## src/hw/bf_pkg.sv

```systemverilog
package bf_pkg;

	// data memory geometry
	localparam int addr_w = 12;
	localparam int cell_count = 1 << addr_w;
	localparam int data_w = 8;

	localparam int pc_w = 10;

	// one-hot operation word, one bit per command
	localparam int op_w = 8;
	localparam int op_inc = 0;
	localparam int op_dec = 1;
	localparam int op_incdp = 2;
	localparam int op_decdp = 3;
	localparam int op_in = 4;
	localparam int op_out = 5;
	localparam int op_loopbegin = 6;
	localparam int op_loopend = 7;

	// bracket stack, sp carries one extra bit so that full and empty differ
	localparam int loop_depth = 16;
	localparam int sp_w = $clog2(loop_depth);

	typedef logic [addr_w-1:0] addr_t;
	typedef logic [data_w-1:0] data_t;
	typedef logic [pc_w-1:0] pc_t;
	typedef logic [op_w-1:0] op_t;

	typedef enum logic [1:0] {
		issue,
		wait_loop,
		skip,
		halted
	} fetch_state_t;

endpackage

```

## src/hw/bf_data_port_if.sv

```systemverilog
interface bf_data_port_if import bf_pkg::*; ();

	logic read_en;
	addr_t read_addr;
	data_t read_data; // valid one cycle after read_en

	logic write_en;
	addr_t write_addr;
	data_t write_data;

	logic ready; // low while the cells are being cleared

	modport exec (
		output read_en,
		output read_addr,
		input read_data
	);

	modport store (
		output write_en,
		output write_addr,
		output write_data
	);

	modport ram (
		input read_en,
		input read_addr,
		output read_data,
		input write_en,
		input write_addr,
		input write_data,
		output ready
	);

endinterface

```

## src/hw/bf_store.sv

```systemverilog
module bf_store import bf_pkg::*; (
	input logic clk,
	input logic reset,
	input logic dp_ce,
	input logic dp_down,
	input op_t operation,
	input data_t a,
	input addr_t dp_cache,
	output addr_t dp,
	output data_t out_data,
	output logic out_valid,
	output logic loop_done,
	output logic cell_zero,
	bf_data_port_if.store mem
);

	logic is_loop;

	assign is_loop = operation[op_loopbegin] || operation[op_loopend];

	// only cell-changing operations write back
	assign mem.write_en = operation[op_inc] || operation[op_dec] || operation[op_in];
	assign mem.write_addr = dp_cache;
	assign mem.write_data = a;

	// operation is zero in a bubble, so this is a single-cycle pulse
	assign out_valid = operation[op_out];
	assign out_data = a;

	always_ff @(posedge clk) begin
		if (reset) begin
			dp <= '0;
			loop_done <= 1'b0;
			cell_zero <= 1'b0;
		end else begin
			if (dp_ce) begin
				// wraps at both ends of the cell array
				if (dp_down)
					dp <= dp - 1'b1;
				else
					dp <= dp + 1'b1;
			end
			loop_done <= is_loop;
			cell_zero <= (a == '0); // fetch looks at it only with loop_done
		end
	end

endmodule

```

## src/flat_wrapper.sv

```systemverilog
// flat-port wrapper written by rule: the top's interface ports become plain ports
module bf_store_flat import bf_pkg::*;
  (clk, reset, dp_ce, dp_down, operation, a, dp_cache, dp, out_data, out_valid, loop_done, cell_zero, mem_write_en, mem_write_addr, mem_write_data);
  bf_data_port_if mem_i ();
  input logic clk;
  input logic reset;
  input logic dp_ce;
  input logic dp_down;
  input op_t operation;
  input data_t a;
  input addr_t dp_cache;
  output addr_t dp;
  output data_t out_data;
  output logic out_valid;
  output logic loop_done;
  output logic cell_zero;
  output wire logic [$bits(mem_i.write_en)-1:0] mem_write_en;
  output wire logic [$bits(mem_i.write_addr)-1:0] mem_write_addr;
  output wire logic [$bits(mem_i.write_data)-1:0] mem_write_data;
  assign mem_write_en = mem_i.write_en;
  assign mem_write_addr = mem_i.write_addr;
  assign mem_write_data = mem_i.write_data;
  bf_store u_core (.clk(clk), .reset(reset), .dp_ce(dp_ce), .dp_down(dp_down), .operation(operation), .a(a), .dp_cache(dp_cache), .dp(dp), .out_data(out_data), .out_valid(out_valid), .loop_done(loop_done), .cell_zero(cell_zero), .mem(mem_i));
endmodule
```

## config.mk

```make
export PLATFORM = sky130hd
export DESIGN_NAME = bf_store_flat
export DESIGN_NICKNAME = d
export VERILOG_FILES = /design/src/hw/bf_pkg.sv /design/src/hw/bf_data_port_if.sv /design/src/hw/bf_store.sv /design/src/flat_wrapper.sv
export SDC_FILE = /design/constraint.sdc
export NUM_CORES = 1
export LEC_CHECK = 0
export ABC_AREA = 0
export BUFFER_PORTS_ARGS = -buffer_cell sky130_fd_sc_hd__buf_4
export CAP_MARGIN = 20
export CELL_PAD_IN_SITES_DETAIL_PLACEMENT = 1
export CELL_PAD_IN_SITES_GLOBAL_PLACEMENT = 1
export CORE_UTILIZATION = 30
export DETAILED_ROUTE_END_ITERATION = 8
export GPL_ROUTABILITY_DRIVEN = 0
export GPL_TIMING_DRIVEN = 1
export PLACE_DENSITY_LB_ADDON = 0.3
export SYNTH_ARGS = -nofsm -noshare
export SYNTH_HDL_FRONTEND = slang
export SYNTH_SLANG_ARGS = --single-unit
export TNS_END_PERCENT = 1
```

## constraint.sdc

```tcl
create_clock -name clk -period 3.5 [get_ports clk]
set_input_delay 0.35 -clock clk [delete_from_list [all_inputs] [get_ports clk]]
set_output_delay 0.35 -clock clk [all_outputs]
set_load 0.05 [all_outputs]
```

==> results.md <==
* Status: finished clean
* Reg clk slew, reported paths at 60 ps
* Critical path class: register to register
* CP endpoint kind: register
* Final period util at between 60% and 70%
* Fmax at 453 MHz
* Area leader, netlist: dfxtp_1
* Post-synth EDFFs at 0
* H-tree depth at 1
* Iteration count of the initial detailed-routing pass at 4
* CTS tree: yes
* Final setup fails at 0
* Relative slew slack at around 76%
* Synth Flop Type: dfxtp_1
* Die Wd at 65.6 um
* Largest cells by area after synthesis: dfxtp_1 23%, buf_4 18%, ha_1 10%
* Iter 0 DRT Violations at 16
* # hold bufs at CTS at 0
* Slew Viols, Final at 0
* Mapped Area at 0.00121 sq mm
* Crit path from: u_core.dp[3]
* Routed wire length per instance at 14.8 um
* Register area share after synthesis at about 23%
* I/O pin count at between 70 and 80
* Post-CTS sizing at 0
* Synth async-reset ratio at 0%
* Fill cell count at 447
* Remaining global-route overflow at 0
* Clock sink count at 14
* Slowest stage delay, CP at 350 ps
* Arrival time at the worst endpoint at 2350 ps
* P per Cell Area at a little over 500 mW/mm^2
* WP data required at 3640 ps
* Die height at about 66 um
* Minimum clock period at around 2200 ps
* Total CTS buffers at 3
* Post-synthesis register bit count at 14
* Multi-input gate area at approximately 690 sq um
* RSZ-0062 raised after global routing: false
* Flip-flop and latch area at 280 sq um
* Most frequent cell after synthesis: buf_4
* Drt total wl at around 3100 um
* Yosys warnings at 0
* Hold_sp: a[1]
* Post-Synthesis Cells at roughly 140
* Most instantiated cells after synthesis: 29 x buf_4, 14 x dfxtp_1, 13 x nor2_1
* Post-synth net total at 184
* Post-CTS Setup Inserts at 0
* Vias in the first global route at about 1,100
* PortBufs at 47
* Cell Rows at 22
* First-pass GRT wire length at 4970 um
* Largest net degree at the start of global routing at 16
* Clk buf depth at 2
* Via density at between 5 and 6
* Area growth syn-to-layout at 20.0%
* Final Skew at 1.00 ps
* Max VDD drop at about 0.26 mV
* N_diodes at 0
* Crit-path cells: ha_1 -> a21o_1 -> a21oi_2 -> a21boi_1 -> a311oi_2 -> mux2i_1 -> mux2_1
* Mapped Avg Cell Area at 8.61 sq um
* Initial antenna violation count at 0
* Post-DP HPWL at 2460 um
* Reg2reg start: u_core.dp[3]
* Setup_tns at 0 ps
* Max Cap Viol at 0
* CP Launch Type: register
* Distinct cells, synth at 40
* Initial core utilization at 32.2%
* Lkg Pwr at around 0.74 nW
* Worst-Margin Slew at 355 ps
* Worst-skew pair later-pin latency at between 200 and 300 ps
* Core Area at 0.00377 sq mm
* DRC Markers at 0
* Nets at between 200 and 250
* Total track usage at between 10% and 20%
* Post-synth top area share at 23.1%
* Antenna-violating nets left at 0
* Design Power at 749 uW
* Final Hold Viols at 0
* Root Driver: clkbuf_8
* Vias after detailed routing at 1,052
* Worst Path Max Fanout at 4
* Slowest stage cell, crit path: ha_1
* Die Area at 0.00430 sq mm
* Layout cells sized above 1 at 34.8%
* Hold crit path type: input pin to register
-- report_power, final --
group,switching [mW],leakage (nW),total [mW],internal (mW)
clock network,0.0654,0.0288,0.165,0.0998
registers,0.0188,0.116,0.201,0.182
logic,0.238,0.594,0.382,0.145
-- metal layers --
metal / share of wire (%) / wire, um / global-route usage [%]
met1: 40 / 1230 / 16.1
met5: 0 / 0 / 0
met2: 52 / 1620 / 27.7
met3: 7.2 / 224 / 4.34
met4: 0.81 / 25 / 4.89
-- flip-flops by register name, indices dropped and copies added, names as in the netlist --
signal,flops
u_core.cell_zero,1
u_core.dp,12
u_core.loop_done,1
-- cell families (layout without fill, tap and decap cells) --
| group | count (synthesis) | in the layout | share of synthesized area (%) |
|---|---|---|---|
| fa+ha+maj | 11 | 11 | 12.0 |
| flops | 14 | 14 | 23.1 |
| mux | 6 | 6 | 5.05 |
| compound gates | 29 | 29 | 18.1 |
| xor+xnor | 6 | 6 | 4.33 |
| simple gates | 39 | 39 | 17.3 |
| buf+inv | 36 | 56 | 20.1 |
-- path summary, 6_finish.rpt --
kind	slack, ps	to	depth (start not counted)
worst max-delay path	1290	u_core.dp[11]	7
worst min-delay path	270	u_core.cell_zero	2
worst max register to register	1290	u_core.dp[11]	7
worst min register to register	520	u_core.dp[9]	1
-- area by class of cell --
class / instances / area share (%)
Clock buffer: 4 / 3.78
Inverter: 5 / 1.29
Timing Repair Buffer: 47 / 24.2
Tap cell: 48 / 4.12
Multi-Input combinational cell: 91 / 47.3
Sequential cell: 14 / 19.2
-- metrics by stage --
| stage | instances | hold slack [ps] | setup slack (ps) | area (sq um) | util (%) |
|---|---|---|---|---|---|
| floorplan | 141 | 425 | 1150 | 1210 | - |
| global placement | 205 | 486 | 1120 | 1400 | 37.2 |
| detailed placement | 205 | 513 | 1060 | 1400 | 37.2 |
| CTS | 209 | 273 | 1280 | 1460 | 38.6 |
| global route | 209 | 270 | 1140 | 1460 | 38.6 |
| finish | 209 | 273 | 1290 | 1460 | 38.6 |
-- cells in the final DEF (no fill, tap or decap), types with 3 or more instances in the layout --
cell	count
a21oi_1	4
dfxtp_1	14
a32o_1	3
clkbuf_8	4
nor2b_1	3
ha_1	10
a21o_1	5
o21a_1	3
buf_4	47
xor2_1	3
mux2i_1	5
o21ai_1	3
nor2_1	13
inv_1	5
or3_1	4
xnor2_1	3
nand2_1	7
-- critical path: cells and delay by family (launching register included) --
| family | cells | cell delay, ps |
|---|---|---|
| fa+ha+maj | 1 | 350 |
| flops | 1 | 330 |
| compound gates | 4 | 840 |
| mux | 2 | 580 |
Note: power is estimated with default switching activity, not from simulation.
