File: src/hw/bf_pkg.sv
package bf_pkg;

	// data memory geometry
	localparam int addr_w = 12;
	localparam int cell_count = 1 << addr_w;
	localparam int data_w = 8;

	localparam int pc_w = 10;

	// one-hot operation word, one bit per command
	localparam int op_w = 8;
	localparam int op_inc = 0;
	localparam int op_dec = 1;
	localparam int op_incdp = 2;
	localparam int op_decdp = 3;
	localparam int op_in = 4;
	localparam int op_out = 5;
	localparam int op_loopbegin = 6;
	localparam int op_loopend = 7;

	// bracket stack, sp carries one extra bit so that full and empty differ
	localparam int loop_depth = 16;
	localparam int sp_w = $clog2(loop_depth);

	typedef logic [addr_w-1:0] addr_t;
	typedef logic [data_w-1:0] data_t;
	typedef logic [pc_w-1:0] pc_t;
	typedef logic [op_w-1:0] op_t;

	typedef enum logic [1:0] {
		issue,
		wait_loop,
		skip,
		halted
	} fetch_state_t;

endpackage

File: src/hw/bf_fetch_decode.sv
module bf_fetch_decode import bf_pkg::*; (
	input logic clk,
	input logic reset,
	output pc_t prog_addr,
	input data_t prog_data,
	output op_t operation_in,
	output logic ack_in,
	input logic ack,
	input logic loop_done,
	input logic cell_zero,
	output logic halted
);

	fetch_state_t state;
	pc_t pc;
	pc_t loop_stack [loop_depth];
	logic [sp_w:0] sp;
	pc_t top_pc;
	pc_t skip_depth; // nesting level while scanning past a skipped body
	logic running;
	op_t cur_op;
	logic push;
	logic pop;
	logic jump;

	// translate the character under pc, anything else decodes to zero
	always_comb begin
		cur_op = '0;
		case (prog_data)
			"+": cur_op[op_inc] = 1'b1;
			"-": cur_op[op_dec] = 1'b1;
			">": cur_op[op_incdp] = 1'b1;
			"<": cur_op[op_decdp] = 1'b1;
			",": cur_op[op_in] = 1'b1;
			".": cur_op[op_out] = 1'b1;
			"[": cur_op[op_loopbegin] = 1'b1;
			"]": cur_op[op_loopend] = 1'b1;
			default: cur_op = '0;
		endcase
	end

	assign prog_addr = pc;
	assign operation_in = cur_op; // stays put because pc holds until ack
	assign ack_in = running && (state == issue) && (cur_op != '0);
	assign halted = (state == bf_pkg::halted);

	// while waiting for the loop report pc still points at the bracket
	assign push = (state == wait_loop) && loop_done && cur_op[op_loopbegin] && !cell_zero;
	assign pop = (state == wait_loop) && loop_done && cur_op[op_loopend] && cell_zero;
	assign jump = (state == wait_loop) && loop_done && cur_op[op_loopend] && !cell_zero;

	assign top_pc = loop_stack[sp[sp_w-1:0] - 1'b1];

	always_ff @(posedge clk) begin
		if (push)
			loop_stack[sp[sp_w-1:0]] <= pc;
	end

	always_ff @(posedge clk) begin
		if (reset) begin
			state <= issue;
			pc <= '0;
			sp <= '0;
			skip_depth <= '0;
			running <= 1'b0;
		end else begin
			running <= 1'b1; // first offer comes one cycle after reset
			if (push)
				sp <= sp + 1'b1;
			else if (pop)
				sp <= sp - 1'b1;

			case (state)
				issue: begin
					if (running) begin
						if (prog_data == '0)
							state <= bf_pkg::halted;
						else if (cur_op == '0)
							pc <= pc + 1'b1; // comment character
						else if (ack) begin
							if (cur_op[op_loopbegin] || cur_op[op_loopend])
								state <= wait_loop;
							else
								pc <= pc + 1'b1;
						end
					end
				end
				wait_loop: begin
					if (loop_done) begin
						if (jump) begin
							pc <= top_pc + 1'b1; // back to the first command of the body
							state <= issue;
						end else if (cur_op[op_loopbegin] && cell_zero) begin
							pc <= pc + 1'b1;
							skip_depth <= '0;
							state <= skip;
						end else begin
							pc <= pc + 1'b1;
							state <= issue;
						end
					end
				end
				skip: begin
					if (prog_data == '0) begin
						state <= bf_pkg::halted; // unbalanced program ends here
					end else begin
						pc <= pc + 1'b1;
						if (cur_op[op_loopbegin])
							skip_depth <= skip_depth + 1'b1;
						else if (cur_op[op_loopend]) begin
							if (skip_depth == '0)
								state <= issue; // matching bracket found
							else
								skip_depth <= skip_depth - 1'b1;
						end
					end
				end
				default: state <= bf_pkg::halted;
			endcase
		end
	end

	// the loop report comes from the store stage two cycles after execute took the bracket
	assert property (@(posedge clk) disable iff (reset) push |-> (sp < loop_depth));
	assert property (@(posedge clk) disable iff (reset) (pop || jump) |-> (sp != '0));

endmodule

File: config.mk
export PLATFORM = sky130hd
export DESIGN_NAME = bf_fetch_decode
export DESIGN_NICKNAME = d
export VERILOG_FILES = /design/src/hw/bf_pkg.sv /design/src/hw/bf_fetch_decode.sv
export SDC_FILE = /design/constraint.sdc
export NUM_CORES = 1
export LEC_CHECK = 0
export BUFFER_PORTS_ARGS = -buffer_cell sky130_fd_sc_hd__buf_2
export CAP_MARGIN = 20
export CELL_PAD_IN_SITES_DETAIL_PLACEMENT = 0
export CELL_PAD_IN_SITES_GLOBAL_PLACEMENT = 1
export CORE_ASPECT_RATIO = 1.25
export CORE_MARGIN = 2
export CORE_UTILIZATION = 47
export DETAILED_ROUTE_END_ITERATION = 8
export HOLD_SLACK_MARGIN = 0.05
export PLACE_DENSITY = 0.75
export SETUP_SLACK_MARGIN = 0.2
export SLEW_MARGIN = 20
export SYNTH_ARGS = -nofsm -noshare
export SYNTH_HDL_FRONTEND = slang
export SYNTH_SLANG_ARGS = --single-unit
File: constraint.sdc
create_clock -name clk -period 3.4 [get_ports clk]
set_clock_uncertainty 0.05 [all_clocks]
set_input_delay 0.68 -clock clk [delete_from_list [all_inputs] [get_ports clk]]
set_output_delay 0.68 -clock clk [all_outputs]
set_load 0.05 [all_outputs]
==> key figures <==
Clocking
  • Worst-path clk slew: 0.06 ns
  • Post-CTS Hold Fix Bufs: 0
  • CTS tree: yes
  • Clk_lat worst skew: 0.43 ns
  • Clk Tree Root Cell: clkbuf_16
  • Clock Sinks: 187
  • Clock Path Buffers: 2
  • H-tree Lvls: 4
  • Num CTS Buffers: 17

Synthesis
  • Post-Syn Nets: 587
  • Library cells used by synthesis: 70
  • Seq/Total Area, Yosys: 0.638
  • Async SR Flop Fraction: 0
  • Post-synth EDFFs: 160
  • Cell with the most instances after synthesis: edfxtp_1
  • Largest area contributor in the netlist: edfxtp_1
  • #FFs+latches synth: 187
  • Avg Synthesized Cell Area: 15.1 um2
  • Area contributors post-synth: edfxtp_1 (57%), mux4_2 (11%), dfxtp_1 (6.4%), ha_1 (2.5%), nand2_1 (1.6%)
  • Top post-synthesis cells by count: edfxtp_1 (160), mux4_2 (41), nand2_1 (36), nor2_1 (36), dfxtp_1 (27)
  • Post-synthesis cell area: 0.00838 mm2
  • Ys flop type: edfxtp_1
  • Yosys top cell area share: 0.573
  • YS warnings: 0
  • Synthesized instance count: 555

Floorplan
  • Die height: 153 um
  • Core Box Area: 0.0174 mm2
  • Die width: 123 um
  • Ports: 33
  • Row count: 54
  • Die area: 0.0189 mm2
  • Starting Density: 0.481

Critical path
  • Reg-to-reg critical path endpoint: prog_addr[8]
  • Crit path arrival time: 3.30 ns
  • Worst Setup End Kind: flop
  • Worst Path Buf+Inv: 1
  • CP peak stage delay: 0.63 ns
  • Worst R2R Setup Slack: 0.39 ns
  • Worst path top cell family by delay: simple AND/OR/NAND/NOR gates
  • CP Max Fanout: 25
  • CP required: 3.70 ns
  • RR Startpoint: sp[0]
  • Worst setup SP type: flop
  • Setup CP Type: flop to flop
  • FF-to-FF path depth: 8
  • CP max-delay cell: or4_4
  • Crit path cell chain: buf_4 -> or4_4 -> nand3_2 -> o22ai_2 -> nor4_4 -> nand3_1 -> or4_1 -> o221ai_1

Route
  • DR iter-0 viols: 590
  • Via count: 5075
  • DRT Pass-1 Iters: 4
  • Routed len/inst: 21.6 um
  • Total Routed Length: 18600 um
  • Antenna-violating nets left: 0
  • Via density: 5.90
  • Post-route DRC: 0

Final layout
  • Share of layout cells above drive strength 1: 0.269
  • Non-Filler Instances: 860
  • Multi-input logic area: 0.00293 mm2
  • Layout Nets: 656
  • # diodes: 0
  • Fillcell total: 1408
  • Register area: 0.00535 mm2
  • Synth-to-layout area growth: 15.5%

Timing
  • Final hold vios: 0
  • Final setup violation count: 0
  • Post-layout min period: 3.01 ns
  • Final setup TNS: 0 ns
  • Max Clk Rate: 333 MHz
  • Fin crit share: 0.884
  • RSZ-0062 raised after global routing: false
  • Fin. max-slew vios: 0
  • Slew HR: 0.497
  • Worst-Margin Slew: 0.754 ns

Place
  • Port buffer count: 32
  • RePlAce Congestion: 0.827
  • DP HPWL: 12400 um
  • Placed Instances: 828

Power and ir drop
  • Comb power frac: 0.016
  • PwrDens: 466 mW/mm2
  • P_sw: 872 uW
  • Int Power: 3.64 mW
  • Seq pwr share: 0.548
  • Clk network pwr share: 0.436
  • Leakage: 3.32 nW
  • Switching Share: 0.193
  • Worst VDD drop: 0.000285 V

Global routing
  • Initial antenna violation count: 0
  • Global Route Usage Sum: 0.210
  • First-pass GRT wire length: 29100 um
  • Largest net degree at the start of global routing: 27
  • Vias in the first global route: 5161
  • Remaining global-route overflow: 0

Min path
  • Min-delay worst type: flop to flop
  • Hold Path Sink: skip_depth[8]
  • Hold path cells: 2
  • Hold_sp: skip_depth[8]

Run
  • Max cap viols: 0

Run status
  • Status: finished, final reports clean
how the worst max path moves through the flow:
stage                     depth (start not counted)                to          from
after floorplan                                   6  loop_stack[0][0]  prog_data[7]
after global placement                           11     skip_depth[8]  prog_data[7]
after detailed placement                         11     skip_depth[8]  prog_data[7]
after CTS                                         9      prog_addr[8]         sp[0]
after global routing                              9      prog_addr[9]         sp[0]
final                                             8      prog_addr[8]         sp[0]
cell type report:
class | count | share of cell area
Sequential cell | 187 | 0.552
Clock inverter | 10 | 0.0147
Tap cell | 224 | 0.0290
Inverter | 13 | 0.00504
Multi-Input combinational cell | 331 | 0.303
Clock buffer | 21 | 0.0455
Timing Repair Buffer | 74 | 0.0504
registers in the layout, indices dropped and copies added (netlist names):
signal      cells
sp              4
loop_stack    160
skip_depth     10
state           2
running         1
prog_addr      10
metrics by stage:
step,hold WS [ns],util,worst slack (ns),total power [mW],area [um2]
after floorplan,0.399,-,0.0246,2.56,8440
after global placement,0.422,0.521,0.0804,2.59,9070
after detailed placement,0.431,0.521,0.0492,2.60,9070
after CTS,0.440,0.554,0.220,4.54,9660
after global routing,0.454,0.555,0.194,4.64,9680
final,0.435,0.555,0.395,4.51,9680
what timing repair did:
action / in CTS / in global routing
buffers inserted: 0 / 1
gates resized for setup: 0 / 3
endpoints found under the setup margin: 0 / 3
routing by layer:
layer | global-route usage | share of wire | up-vias
met4 | 0.0547 | 0.013 | 0
met3 | 0.0489 | 0.045 | 22
met2 | 0.365 | 0.54 | 125
met5 | 0 | 0 | -
met1 | 0.261 | 0.40 | 2598
li1 | - | - | 2330
power groups by stage:
stage | Clock [mW] | Sequential (mW) | Combinational, mW
finish | 1.97 | 2.48 | 0.0720
global route | 2.09 | 2.48 | 0.0780
CTS | 1.99 | 2.48 | 0.0718
detailed placement | 0 | 2.53 | 0.0713
global placement | 0 | 2.52 | 0.0692
floorplan | 0 | 2.54 | 0.0275
worst min-delay path, cell delays in order, from the launching register on:
cell,delay (ns)
dfxtp_1,0.33
nand2_1,0.06
a21oi_1,0.05
cell usage in the layout (no fill, tap or decap), drive strengths merged, types with 2 or more instances in the layout:
cell      Yosys  routed
edfxtp      160     160
buf          12      74
mux4         42      42
nand2        36      36
nor2         36      36
dfxtp        27      27
a21oi        24      24
clkbuf       12      21
ha           17      17
nor3         16      16
and3         15      15
inv          13      14
nand3        14      14
o21ai        12      12
nor4         11      11
o22ai         9       9
xnor2         8       8
and2          8       8
xor2          8       8
mux2i         7       7
a211oi        6       6
or3           5       5
or2           5       5
a21o          4       4
a22oi         4       4
clkinvlp      0       4
nor2b         3       3
o211ai        3       3
bufinv        0       3
nand4b        2       2
nand4         2       2
a31oi         2       2
a311o         2       2
a311oi        2       2
fa            2       2
o31ai         2       2
or4           2       2
a2111oi       2       2
clkinv        0       2
logic make-up after synthesis:
group | count (synthesis) | synth area share
xor gates and xnor gates | 16 | 0.0176
DFF | 187 | 0.638
AOI/OAI and AO/OA | 85 | 0.0690
and+or+nand+nor | 162 | 0.102
buffers and inverters | 37 | 0.0213
adders and majority gates | 19 | 0.0302
muxes | 49 | 0.122
(Power assumes the default switching activity.)
