`src/hw/bf_pkg.sv`:
```
package bf_pkg;

	// data memory geometry
	localparam int addr_w = 12;
	localparam int cell_count = 1 << addr_w;
	localparam int data_w = 8;

	localparam int pc_w = 10;

	// one-hot operation word, one bit per command
	localparam int op_w = 8;
	localparam int op_inc = 0;
	localparam int op_dec = 1;
	localparam int op_incdp = 2;
	localparam int op_decdp = 3;
	localparam int op_in = 4;
	localparam int op_out = 5;
	localparam int op_loopbegin = 6;
	localparam int op_loopend = 7;

	// bracket stack, sp carries one extra bit so that full and empty differ
	localparam int loop_depth = 16;
	localparam int sp_w = $clog2(loop_depth);

	typedef logic [addr_w-1:0] addr_t;
	typedef logic [data_w-1:0] data_t;
	typedef logic [pc_w-1:0] pc_t;
	typedef logic [op_w-1:0] op_t;

	typedef enum logic [1:0] {
		issue,
		wait_loop,
		skip,
		halted
	} fetch_state_t;

endpackage

```
`src/hw/bf_data_port_if.sv`:
```
interface bf_data_port_if import bf_pkg::*; ();

	logic read_en;
	addr_t read_addr;
	data_t read_data; // valid one cycle after read_en

	logic write_en;
	addr_t write_addr;
	data_t write_data;

	logic ready; // low while the cells are being cleared

	modport exec (
		output read_en,
		output read_addr,
		input read_data
	);

	modport store (
		output write_en,
		output write_addr,
		output write_data
	);

	modport ram (
		input read_en,
		input read_addr,
		output read_data,
		input write_en,
		input write_addr,
		input write_data,
		output ready
	);

endinterface

```
`src/hw/bf_execute.sv`:
```
module bf_execute import bf_pkg::*; (
	input logic clk,
	input logic reset,
	input addr_t dp,
	output logic dp_ce,
	output logic dp_down,
	input op_t operation_in,
	input logic ack_in,
	output logic ack,
	input data_t in_data,
	input logic in_valid,
	output logic in_ack,
	output op_t operation,
	output data_t a,
	output addr_t dp_cache,
	bf_data_port_if.exec mem
);

	logic prefetched; // second cycle of a memory read when read_data is valid
	logic cell_dirty; // a holds a newer cell value than the RAM
	logic need_mem;
	logic need_in;
	logic do_mem_fetch;
	logic do_reg_forward;
	logic datum_ready;
	logic ext_wait;
	logic op_dirties;
	data_t data_input;

	assign need_mem = ack_in && (operation_in[op_inc] || operation_in[op_dec] ||
		operation_in[op_out] || operation_in[op_loopbegin] || operation_in[op_loopend]);
	assign need_in = ack_in && operation_in[op_in];

	// loop operations leave a equal to the cell, so they count as well
	assign op_dirties = operation_in[op_inc] || operation_in[op_dec] || operation_in[op_in] ||
		operation_in[op_loopbegin] || operation_in[op_loopend];

	assign do_mem_fetch = need_mem && !cell_dirty;
	assign do_reg_forward = need_mem && cell_dirty;

	assign mem.read_en = do_mem_fetch;
	assign mem.read_addr = dp;

	assign data_input = do_reg_forward ? a : mem.read_data;
	assign datum_ready = (do_mem_fetch && prefetched) || do_reg_forward;

	// stall on the read cycle and while no input byte is present
	assign ext_wait = (need_in && !in_valid) || (do_mem_fetch && !prefetched);
	assign ack = ack_in && !ext_wait;
	assign in_ack = ack && need_in;

	assign dp_ce = ack && (operation_in[op_incdp] || operation_in[op_decdp]);
	assign dp_down = ack && operation_in[op_decdp];

	always_ff @(posedge clk) begin
		if (reset) begin
			prefetched <= 1'b0;
			cell_dirty <= 1'b0;
			operation <= '0;
		end else begin
			prefetched <= do_mem_fetch && !prefetched;
			if (ack) begin
				operation <= operation_in;
				cell_dirty <= op_dirties;
			end else begin
				operation <= '0; // bubble, store ignores it
			end
		end
	end

	always_ff @(posedge clk) begin
		dp_cache <= dp; // pointer as it was when the operation was taken
		if (ack) begin
			if (datum_ready) begin
				if (operation_in[op_inc])
					a <= data_input + 1'b1;
				else if (operation_in[op_dec])
					a <= data_input - 1'b1;
				else
					a <= data_input;
			end else if (need_in) begin
				a <= in_data;
			end
		end
	end

	// the prefetched cycle still reads the cell that the first cycle asked for
	assert property (@(posedge clk) disable iff (reset)
		prefetched |-> (mem.read_en && (mem.read_addr == $past(mem.read_addr))));
	// a byte taken by in reaches the store stage in the next cycle
	assert property (@(posedge clk) disable iff (reset)
		in_ack |=> (operation[op_in] && (a == $past(in_data))));

endmodule

```
`src/flat_wrapper.sv`:
```
// flat-port wrapper written by rule: the top's interface ports become plain ports
module bf_execute_flat import bf_pkg::*;
  (clk, reset, dp, dp_ce, dp_down, operation_in, ack_in, ack, in_data, in_valid, in_ack, operation, a, dp_cache, mem_read_en, mem_read_addr, mem_read_data);
  bf_data_port_if mem_i ();
  input logic clk;
  input logic reset;
  input addr_t dp;
  output logic dp_ce;
  output logic dp_down;
  input op_t operation_in;
  input logic ack_in;
  output logic ack;
  input data_t in_data;
  input logic in_valid;
  output logic in_ack;
  output op_t operation;
  output data_t a;
  output addr_t dp_cache;
  output wire logic [$bits(mem_i.read_en)-1:0] mem_read_en;
  output wire logic [$bits(mem_i.read_addr)-1:0] mem_read_addr;
  input wire logic [$bits(mem_i.read_data)-1:0] mem_read_data;
  assign mem_read_en = mem_i.read_en;
  assign mem_read_addr = mem_i.read_addr;
  assign mem_i.read_data = mem_read_data;
  bf_execute u_core (.clk(clk), .reset(reset), .dp(dp), .dp_ce(dp_ce), .dp_down(dp_down), .operation_in(operation_in), .ack_in(ack_in), .ack(ack), .in_data(in_data), .in_valid(in_valid), .in_ack(in_ack), .operation(operation), .a(a), .dp_cache(dp_cache), .mem(mem_i));
endmodule
```
`config.mk`:
```
export PLATFORM = sky130hd
export DESIGN_NAME = bf_execute_flat
export DESIGN_NICKNAME = d
export VERILOG_FILES = /design/src/hw/bf_pkg.sv /design/src/hw/bf_data_port_if.sv /design/src/hw/bf_execute.sv /design/src/flat_wrapper.sv
export SDC_FILE = /design/constraint.sdc
export NUM_CORES = 1
export LEC_CHECK = 0
export BUFFER_PORTS_ARGS = -buffer_cell sky130_fd_sc_hd__buf_2
export CAP_MARGIN = 20
export CORE_MARGIN = 2
export CORE_UTILIZATION = 43
export DETAILED_ROUTE_END_ITERATION = 10
export PLACE_DENSITY = 0.87
export SYNTH_ARGS = -nofsm -noshare
export SYNTH_HDL_FRONTEND = slang
export SYNTH_SLANG_ARGS = --single-unit
```
`constraint.sdc`:
```
create_clock -name clk -period 5 [get_ports clk]
set_input_delay 1.5 -clock clk [delete_from_list [all_inputs] [get_ports clk]]
set_output_delay 1.5 -clock clk [all_outputs]
set_load 0.01 [all_outputs]
```
==> flow_summary_export.csv, run 1 <==
group,metric,value,unit
clocking,cts_max_level,2,
synthesis,synth_fp_nets,195,
cells_and_area,nNetsFinal,271,
worst_setup_path,r2r_start,"u_core.cell_dirty$_SDFFE_PP0P_",
synthesis,synthesis.area,0.00151,mm2
clocking,clock_latency,320,ps
synthesis,synthesis.yosys.warnings,0,
worst_setup_path,worst_r2r_path_depth,9,
sta,fin_skew,10.6,ps
worst_setup_path,setup.worst_path.end_class,"output pin",
synthesis,yosys_register_bits,30,
synthesis,average_size_of_a_mapped_cell,9.85,um2
floorplan,top_level_ports,85,
worst_setup_path,worst_setup_path_endpoint,"dp_down",
sta,setup_total_negative_slack,0,ps
synthesis,synthArstFlopShare,0,%
worst_setup_path,timing.critical_path.required,3500,ps
pwr,power_density,260,mW/mm2
sta,final_critical_path_setup_slack,430,ps
cells_and_area,ff_latch_area,681,um2
worst_setup_path,crit_fanout,9,
worst_setup_path,slowest_stage_cell_on_the_critical_path,"sky130_fd_sc_hd__o311ai_1",
cells_and_area,layout.cells.most_common,"sky130_fd_sc_hd__buf_2",
global_routing,grt_antenna_before_repair,0,
synthesis,synth_xor_xnor_area_share,4.07,%
synthesis,dominant_cells_by_area_after_synthesis,"sky130_fd_sc_hd__dfxtp_1, sky130_fd_sc_hd__edfxtp_1, sky130_fd_sc_hd__mux2i_1",
synthesis,yosys.area.top_type_share,29.2,%
cells_and_area,final_layout_size_suffix_gt1_share,41.3,%
placed_design,post-place-ws,427,ps
worst_setup_path,critPathLaunch,"operation_in[0]",
clocking,count_of_buffers_added_by_post_cts_timing_repair_for_setup,0,
worst_setup_path,cp_slowest_stage_delay,690,ps
cells_and_area,commonest_non_fill_non_tap_cells_in_the_layout,"sky130_fd_sc_hd__buf_2, sky130_fd_sc_hd__dfxtp_1, sky130_fd_sc_hd__nor2_1",
sta,maxClockFrequency,219,MHz
flow_run,drv.max_cap_violation_count,0,
synthesis,combinational_family_with_the_most_area_after_synthesis,"simple AND/OR/NAND/NOR gates",
pwr,leakage,0.999,nW
placed_design,gp_congestion,0.828,
outcome,status,"complete, no violations",
global_routing,overflow,0,
cells_and_area,diodes,0,
worst_setup_path,crit_path_cell_trace,"buf_2 -> or4_4 -> nor2_1 -> o311ai_1 -> inv_1 -> and2_1 -> buf_2",
global_routing,groute.usage.overall,17.7,%
clocking,clk_root_buffer_cell,"sky130_fd_sc_hd__clkbuf_4",
floorplan,die_h,63.2,um
clocking,clk_pin_slew,90,ps
worst_setup_path,cpMostUsedCell,"sky130_fd_sc_hd__buf_2",
sta,post-route-period-util,91.4,%
synthesis,yosys.area_share.simple,19.1,%
sta,slew_viol_final,0,
cells_and_area,area_taken_by_multi_input_logic_gates,669,um2
global_routing,grt_max_degree,18,
worst_setup_path,rrSetupSlack,2400,ps
sta,period_minus_slack,4570,ps
clocking,cts_made_buffers,5,
route,detail_route.iter0.violations,61,
route,route.antenna.remaining_nets,0,
global_routing,first_global_vias,1301,
synthesis,synth.largest_area_cell,"sky130_fd_sc_hd__dfxtp_1",
sta,rsz0062_at_grt,"no",
synthesis,synthAdderAreaFrac,1.66,%
synthesis,synth-edff-count,8,
worst_setup_path,crit_type,"primary input to output pin",
worst_setup_path,critical_path.reg2reg.endpoint,"u_core.a[4]$_DFFE_PP_",
floorplan,fp-row-count,21,
synthesis,postSynthCellCount,153,
clocking,cts-hold-fix-buffers,0,
placed_design,hpwlAfterDp,2630,um
sta,timing.final.setup_violations,0,
hold_path,hold_path.class,"flop to flop",
sta,report.final.hold_viol_count,0,
synthesis,synthFlopType,"sky130_fd_sc_hd__dfxtp_1",
route,drc,0,
clocking,cts_tree,"built",
synthesis,synth_compound_gate_area_share,7.72,%
cells_and_area,final.fill_count,354,
clocking,cts_num_sinks,30,
route,post_drt_wl_per_cell,11.8,um
floorplan,die_x,63.2,um
clocking,clock_path_buffers,2,
route,vias,1328,
sta,slew_headroom,33.6,%
synthesis,synthMuxAreaShare,11.9,%
route,totalWireLength,3270,um
worst_setup_path,cp_top_family,"compound AO/OA/AOI/OAI gates",
route,drt_first_pass_iters,4,
route,via_per_inst,4.81,
pwr,ir_drop,0.179,mV
placed_design,placement.cell_area,0.00185,mm2
worst_setup_path,worstSetupPathDepth,7,
synthesis,yosysUniqueCellTypes,33,
floorplan,fp.dieArea,0.00399,mm2
cells_and_area,finish.instance_area,0.00191,mm2
worst_setup_path,worstPathBufferInverterCount,3,
floorplan,placeableCoreArea,0.00336,mm2
cells_and_area,syn2layout_area_growth,27.0,%
clocking,cts.repair.resized,0,
synthesis,yosysSeqAreaShare,45.2,%
global_routing,grt_pass1_wl,5570,um
worst_setup_path,crit_arrival,3070,ps
floorplan,floorplan.initialDensity,44.8,%
sta,actual_transition_at_the_worst_max_transition_pin,994,ps
worst_setup_path,critical_path.startpoint_type,"primary input",
placed_design,port_buffers,84,
kinds of logic (layout without fill, tap and decap cells):
logic type	Yosys count	after routing
flip-flops	30	30
buffers and inverters	21	98
XOR/XNOR	7	7
multiplexers	16	16
AO/OA/AOI/OAI	19	19
AND/OR/NAND/NOR	58	58
adder cells (fa/ha/maj)	2	2
synthesized netlist by cell type (4+ instances only):
library cell	count
sky130_fd_sc_hd__nand4_1	4
sky130_fd_sc_hd__o21ai_0	7
sky130_fd_sc_hd__dfxtp_1	22
sky130_fd_sc_hd__mux2i_1	13
sky130_fd_sc_hd__and2_1	9
sky130_fd_sc_hd__xnor2_1	6
sky130_fd_sc_hd__inv_1	5
sky130_fd_sc_hd__nand3_1	5
sky130_fd_sc_hd__edfxtp_1	8
sky130_fd_sc_hd__nand2_1	13
sky130_fd_sc_hd__nor2_1	14
sky130_fd_sc_hd__nor3_1	7
sky130_fd_sc_hd__o21ai_1	4
sky130_fd_sc_hd__buf_4	12
metal layers:
metal	part of all wire, %	track usage, %	vias to the layer above	routed length, um
met3	9.4	7.50	4	309
li1	-	-	678	-
met1	42	20.8	591	1390
met2	47	28.6	55	1540
met4	0.95	7.07	0	31
met5	0	0	-	0
how the worst min path moves through the flow:
stage,from,to,slack (ps),cells after the start
after floorplan,u_core.prefetched$_SDFF_PP0_,u_core.prefetched$_SDFF_PP0_,420,1
after global placement,u_core.prefetched$_SDFF_PP0_,u_core.prefetched$_SDFF_PP0_,440,1
after detailed placement,u_core.prefetched$_SDFF_PP0_,u_core.prefetched$_SDFF_PP0_,450,1
after CTS,u_core.prefetched$_SDFF_PP0_,u_core.prefetched$_SDFF_PP0_,460,1
after global routing,u_core.prefetched$_SDFF_PP0_,u_core.prefetched$_SDFF_PP0_,500,1
final,u_core.prefetched$_SDFF_PP0_,u_core.prefetched$_SDFF_PP0_,460,1
final cells by class:
type / instances / area share, %
Timing Repair Buffer: 85 / 22.4
Tap cell: 46 / 3.01
Sequential cell: 30 / 35.6
Inverter: 5 / 0.981
Multi-Input combinational cell: 102 / 35.0
Clock buffer: 8 / 3.07
through the flow:
step           cells  util (%)  hold slack (ps)  total power (W)
6_report         276      56.9              457         0.000498
5_1_grt          276      56.9              504         0.000527
4_1_cts          276      56.9              460         0.000505
3_5_place_dp     268      55.1              446         0.000360
3_3_place_gp     268      55.1              442         0.000358
2_1_floorplan    153         -              422         0.000327
power by group:
group	internal [W]	switching [W]
clock	0.0000693	0.0000750
combinational	0.0000408	0.0000476
sequential	0.000260	0.00000483
total	0.000371	0.000127
registers in the layout (all words and copies together) (netlist names):
signal,cells
u_core.operation,8
u_core.prefetched,1
u_core.cell_dirty,1
u_core.dp_cache,12
u_core.a,8
Power figures use the tool's default switching activity.
==> run 2: changes to the inputs <==
- CTS_BUF_LIST: not set -> sky130_fd_sc_hd__clkbuf_8
==> run 2 against run 1 <==
Clock-buffer cell count fell by 2; final cell count is the same; sequential share of layout area decreased by 0.57 points; critical path depth unchanged; via count is 0.23% higher; fmax about the same; sequential power barely moved; worst hold slack worse by 4.3 ps; worst setup slack lost 1.5 ps; critical path type unchanged; largest cell class unchanged; largest power group unchanged; highest routed layer unchanged.
==> flow_summary_export.csv, run 2 (synthesis gave the netlist of run 1 again) <==
group,metric,value,unit
clocking,clock_path_buffers,2,
cells_and_area,regMostFlops,"u_core.dp_cache",
worst_setup_path,critical_path.reg2reg.endpoint,"u_core.a[4]$_DFFE_PP_",
worst_setup_path,critical_path.startpoint_type,"primary input",
placed_design,post-place-ws,427,ps
worst_setup_path,setup.worst_path.end_class,"output pin",
sta,post-route-period-util,91.4,%
pwr,leakage,1.02,nW
cells_and_area,final.fill_count,348,
flow_run,drv.max_cap_violation_count,0,
hold_path,hold_path.class,"flop to flop",
global_routing,overflow,0,
clocking,cts_max_level,2,
sta,maxClockFrequency,219,MHz
cells_and_area,commonest_non_fill_non_tap_cells_in_the_layout,"sky130_fd_sc_hd__buf_2, sky130_fd_sc_hd__dfxtp_1, sky130_fd_sc_hd__nor2_1",
sta,timing.final.setup_violations,0,
placed_design,hpwlAfterDp,2630,um
global_routing,grt_pass1_wl,5620,um
sta,actual_transition_at_the_worst_max_transition_pin,966,ps
route,detail_route.iter0.violations,57,
sta,report.final.hold_viol_count,0,
global_routing,grt_max_degree,18,
placed_design,gp_congestion,0.828,
clocking,cts_made_buffers,5,
sta,fin_skew,5.29,ps
cells_and_area,finish.instance_area,0.00194,mm2
sta,final_critical_path_setup_slack,428,ps
cells_and_area,nNetsFinal,271,
cells_and_area,post-route-util,57.8,%
global_routing,grt_antenna_before_repair,0,
route,drc,0,
cells_and_area,syn2layout_area_growth,29.1,%
pwr,ir_drop,0.196,mV
cells_and_area,largest_registers,"u_core.dp_cache: 12 flops, u_core.a: 8 flops, u_core.operation: 8 flops",
hold_path,hold_end,"u_core.prefetched$_SDFF_PP0_",
global_routing,groute.usage.overall,17.8,%
sta,period_minus_slack,4570,ps
worst_setup_path,rrSetupSlack,2410,ps
cells_and_area,layout.cells.most_common,"sky130_fd_sc_hd__buf_2",
route,totalWireLength,3290,um
route,drt_first_pass_iters,4,
floorplan,fp-row-count,21,
route,post_drt_wl_per_cell,11.9,um
worst_setup_path,timing.critical_path.required,3500,ps
floorplan,placeableCoreArea,0.00336,mm2
hold_path,min_path_cells,1,
floorplan,die_x,63.2,um
worst_setup_path,crit_arrival,3070,ps
sta,rsz0062_at_grt,"no",
hold_path,worstHoldStart,"u_core.prefetched$_SDFF_PP0_",
pwr,power_density,279,mW/mm2
cells_and_area,diodes,0,
clocking,cts.repair.resized,0,
clocking,clk_pin_slew,60,ps
clocking,clk_root_buffer_cell,"sky130_fd_sc_hd__clkbuf_8",
clocking,cts-hold-fix-buffers,0,
cells_and_area,ff_latch_area,681,um2
placed_design,port_buffers,84,
sta,slew_headroom,35.4,%
clocking,clock_latency,270,ps
clocking,cts_tree,"built",
cells_and_area,area_taken_by_multi_input_logic_gates,669,um2
clocking,cts_num_sinks,30,
floorplan,die_h,63.2,um
placed_design,placement.cell_area,0.00185,mm2
route,route.antenna.remaining_nets,0,
route,vias,1331,
floorplan,floorplan.initialDensity,44.8,%
worst_setup_path,r2r_start,"u_core.cell_dirty$_SDFFE_PP0P_",
outcome,status,"complete, no violations",
global_routing,first_global_vias,1313,
sta,setup_total_negative_slack,0,ps
clocking,count_of_buffers_added_by_post_cts_timing_repair_for_setup,0,
cells_and_area,final_layout_size_suffix_gt1_share,41.3,%
worst_setup_path,crit_fanout,9,
floorplan,fp.dieArea,0.00399,mm2
worst_setup_path,crit_type,"primary input to output pin",
floorplan,top_level_ports,85,
sta,slew_viol_final,0,
worst_setup_path,worst_r2r_path_depth,9,
route,via_per_inst,4.82,
cells_and_area,largest_register_ffs,12,
[run 2: cell types whose count changed in the layout (fill, tap and decap cells not counted)]
| cell | change |
|---|---|
| sky130_fd_sc_hd__clkbuf_1 | -2 |
| sky130_fd_sc_hd__clkbuf_4 | -5 |
| sky130_fd_sc_hd__clkbuf_8 | +5 |
| sky130_fd_sc_hd__inv_1 | +2 |
[run 2: worst max-delay path, stage by stage]
cell and delay, ps:
sky130_fd_sc_hd__buf_2 180, sky130_fd_sc_hd__or4_4 180, sky130_fd_sc_hd__nor2_1 40, sky130_fd_sc_hd__o311ai_1 690, sky130_fd_sc_hd__inv_1 160, sky130_fd_sc_hd__and2_1 200
sky130_fd_sc_hd__buf_2 130
[run 2: layout make-up]
| class | instances | area share [%] |
|---|---|---|
| Sequential cell | 30 | 35.0 |
| Timing Repair Buffer | 85 | 22.0 |
| Multi-Input combinational cell | 102 | 34.4 |
| Clock buffer | 6 | 4.25 |
| Clock inverter | 2 | 0.386 |
| Tap cell | 46 | 2.96 |
| Inverter | 5 | 0.965 |
[run 2: worst max-delay path by stage]
stage | start | endpoint | slack [ps] | cells after the start
floorplan | operation_in[0] | dp_down | 700 | 6
global placement | operation_in[0] | dp_down | 510 | 7
detailed placement | operation_in[0] | dp_down | 430 | 7
CTS | operation_in[0] | dp_down | 430 | 7
global route | operation_in[0] | dp_down | 230 | 7
finish | operation_in[0] | dp_down | 430 | 7
[run 2: stage by stage]
stage | instances | power (W) | hold WS [ps]
final | 276 | 0.000542 | 452
after global routing | 276 | 0.000571 | 500
after CTS | 276 | 0.000548 | 456
after detailed placement | 268 | 0.000360 | 446
after global placement | 268 | 0.000358 | 442
after floorplan | 153 | 0.000327 | 422
[run 2: metal layers]
| metal | track usage, % | routed length [um] | up-vias |
|---|---|---|---|
| met5 | 0 | 0 | - |
| met4 | 7.07 | 39 | 0 |
| met3 | 7.50 | 329 | 5 |
| met2 | 29.0 | 1540 | 59 |
| met1 | 20.7 | 1380 | 590 |
| li1 | - | - | 677 |
[run 2: where the power goes]
part | leakage [nW] | switching, W | internal [W] | total (W)
combinational | 0.711 | 0.0000478 | 0.0000408 | 0.0000886
sequential | 0.255 | 0.00000484 | 0.000261 | 0.000266
clock | 0.0538 | 0.0000800 | 0.000108 | 0.000188
==> run 3: changes to the inputs <==
--- a/config.mk
+++ b/config.mk
@@ -9,2 +9,3 @@
 export CAP_MARGIN = 20
+export CORE_ASPECT_RATIO = 2
 export CORE_MARGIN = 2
==> constraint.sdc (replaced) <==
create_clock -name clk -period 5 [get_ports clk]
set_input_delay 1 -clock clk [delete_from_list [all_inputs] [get_ports clk]]
set_output_delay 1 -clock clk [all_outputs]
set_load 0.01 [all_outputs]
==> run 3 against run 2 <==
Worst setup slack better by 1000 ps; die area rose by 0.72%; routed wire length rose by 5.7%; sequential share of layout area decreased by 0.18 points; non-clock buffer count is 1 higher; final area rose by 0.51%; clock skew down 3.2 ps; sequential power is essentially flat; first-iteration DRC count shrank 68%; clock power grew 19%; critical path type is now primary input to flop; largest power group unchanged; highest routed layer unchanged.
==> flow_summary_export.csv, run 3 (synthesis gave the netlist of run 1 again) <==
group,metric,value,unit
outcome,status,"complete, no violations",
cells_and_area,finish.instance_area,0.00195,mm2
global_routing,first_global_vias,1326,
clocking,clk_root_buffer_cell,"sky130_fd_sc_hd__clkbuf_8",
global_routing,grt_pass1_wl,5490,um
cells_and_area,final_layout_size_suffix_gt1_share,42.4,%
clocking,count_of_buffers_added_by_post_cts_timing_repair_for_setup,0,
pwr,clock_power_share,38.6,%
sta,post-route-period-util,71.2,%
worst_setup_path,worstPathBufferInverterCount,2,
cells_and_area,layoutNonFillerInstCount,263,
sta,final_critical_path_setup_slack,1440,ps
route,detail_route.iter0.violations,18,
clocking,cts_made_buffers,5,
worst_setup_path,cp_slowest_stage_delay,520,ps
cells_and_area,regMostFlops,"u_core.dp_cache",
sta,slew_viol_final,0,
worst_setup_path,cp_top_family,"simple AND/OR/NAND/NOR gates",
global_routing,grt_antenna_before_repair,0,
route,drt_first_pass_iters,4,
cells_and_area,diodes,0,
route,drc,0,
worst_setup_path,crit_type,"primary input to flop",
route,via_per_inst,5.32,
placed_design,gp_congestion,0.898,
cells_and_area,commonest_non_fill_non_tap_cells_in_the_layout,"sky130_fd_sc_hd__buf_2, sky130_fd_sc_hd__dfxtp_1, sky130_fd_sc_hd__nor2_1",
sta,fin_skew,2.13,ps
pwr,ir_drop,0.282,mV
route,totalWireLength,3480,um
pwr,power_density,297,mW/mm2
cells_and_area,layout.cells.most_common,"sky130_fd_sc_hd__buf_2",
floorplan,top_level_ports,85,
sta,slew_headroom,33.2,%
placed_design,port_buffers,84,
pwr,p_sw_share,24.0,%
worst_setup_path,crit_fanout,18,
worst_setup_path,timing.critical_path.required,5000,ps
sta,actual_transition_at_the_worst_max_transition_pin,1000,ps
floorplan,fp.dieArea,0.00402,mm2
worst_setup_path,r2r_start,"u_core.cell_dirty$_SDFFE_PP0P_",
pwr,p_int,0.000441,W
floorplan,fp-row-count,30,
floorplan,floorplan.initialDensity,44.6,%
hold_path,min_path_cells,1,
cells_and_area,syn2layout_area_growth,29.7,%
sta,timing.final.setup_violations,0,
route,route.antenna.remaining_nets,0,
worst_setup_path,setup.worst_path.end_class,"flop",
placed_design,post-place-ws,1160,ps
cells_and_area,largest_registers,"u_core.dp_cache: 12 flops, u_core.a: 8 flops, u_core.operation: 8 flops",
clocking,cts_num_sinks,30,
pwr,power.combinational.fraction,15.6,%
sta,period_minus_slack,3560,ps
worst_setup_path,crit_path_cell_trace,"buf_2 -> or4_4 -> o21bai_2 -> buf_4 -> mux2i_1 -> ha_1 -> nand3_1 -> nor4b_1 -> o31ai_1 -> xnor2_1 -> o21ai_1",
worst_setup_path,rrSetupSlack,2360,ps
clocking,cts_tree,"built",
global_routing,overflow,0,
route,vias,1399,
clocking,clock_path_buffers,2,
sta,setup_total_negative_slack,0,ps
clocking,cts-hold-fix-buffers,0,
worst_setup_path,worst_r2r_path_depth,10,
clocking,cts_max_level,2,
worst_setup_path,critical_path.reg2reg.endpoint,"u_core.a[6]$_DFFE_PP_",
cells_and_area,largest_register_ffs,12,
worst_setup_path,critPathLaunch,"operation_in[0]",
worst_setup_path,critical_path.startpoint_type,"primary input",
placed_design,hpwlAfterDp,2820,um
sta,rsz0062_at_grt,"no",
sta,report.final.hold_viol_count,0,
route,post_drt_wl_per_cell,13.2,um
clocking,clk_pin_slew,60,ps
hold_path,hold_end,"u_core.prefetched$_SDFF_PP0_",
worst_setup_path,slowest_stage_cell_on_the_critical_path,"sky130_fd_sc_hd__or4_4",
hold_path,worstHoldStart,"u_core.prefetched$_SDFF_PP0_",
floorplan,die_x,45.9,um
clocking,cts.repair.resized,0,
pwr,leakage,1.03,nW
clocking,clock_latency,270,ps
placed_design,numPlacedInstances,255,
floorplan,placeableCoreArea,0.00338,mm2
placed_design,placement.cell_area,0.00184,mm2
sta,final.hold.worst_slack,459,ps
global_routing,grt_max_degree,19,
cells_and_area,nNetsFinal,272,
pwr,netsw,0.000139,W
worst_setup_path,crit_arrival,3550,ps
floorplan,die_h,87.7,um
global_routing,groute.usage.overall,18.4,%
sta,maxClockFrequency,281,MHz
pwr,power_frac_seq,45.8,%
hold_path,hold_path.class,"flop to flop",
flow_run,drv.max_cap_violation_count,0,
run 3: final cells by class:
cell class	instances	area (um2)
fillers	327	1420
flip-flops and latches	30	681
multi-input cells	102	669
repair buffers	86	435
clock buffers	8	110
well taps	32	40.0
inverters	5	18.8
run 3: how the worst max path moves through the flow:
stage,depth (start not counted),slack (ps),endpoint
floorplan,12,1490,u_core.a[6]$_DFFE_PP_
global placement,11,1260,u_core.a[6]$_DFFE_PP_
detailed placement,11,1160,u_core.a[6]$_DFFE_PP_
CTS,11,1440,u_core.a[6]$_DFFE_PP_
global route,11,1130,u_core.a[6]$_DFFE_PP_
finish,11,1440,u_core.a[6]$_DFFE_PP_
run 3: power by group through the flow:
| stage | registers (W) | logic [W] | clock network (W) |
|---|---|---|---|
| after floorplan | 0.000275 | 0.0000519 | 0 |
| after global placement | 0.000271 | 0.0000886 | 0 |
| after detailed placement | 0.000271 | 0.0000906 | 0 |
| after CTS | 0.000266 | 0.0000912 | 0.000230 |
| after global routing | 0.000267 | 0.000101 | 0.000238 |
| final | 0.000266 | 0.0000906 | 0.000224 |
run 3: through the flow:
step                      power, W  utilization [%]
final                     0.000580             57.9
after detailed placement  0.000361             54.6
after floorplan           0.000327                -
after global routing      0.000606             57.9
after CTS                 0.000586             57.9
after global placement    0.000359             54.6
run 3: routing by layer:
layer / GRT usage [%] / share of wire, % / routed length (um)
met5: 0 / 0 / 0
met4: 11.7 / 3.8 / 133
met3: 4.12 / 5.3 / 185
met2: 31.9 / 56 / 1960
met1: 18.6 / 35 / 1200
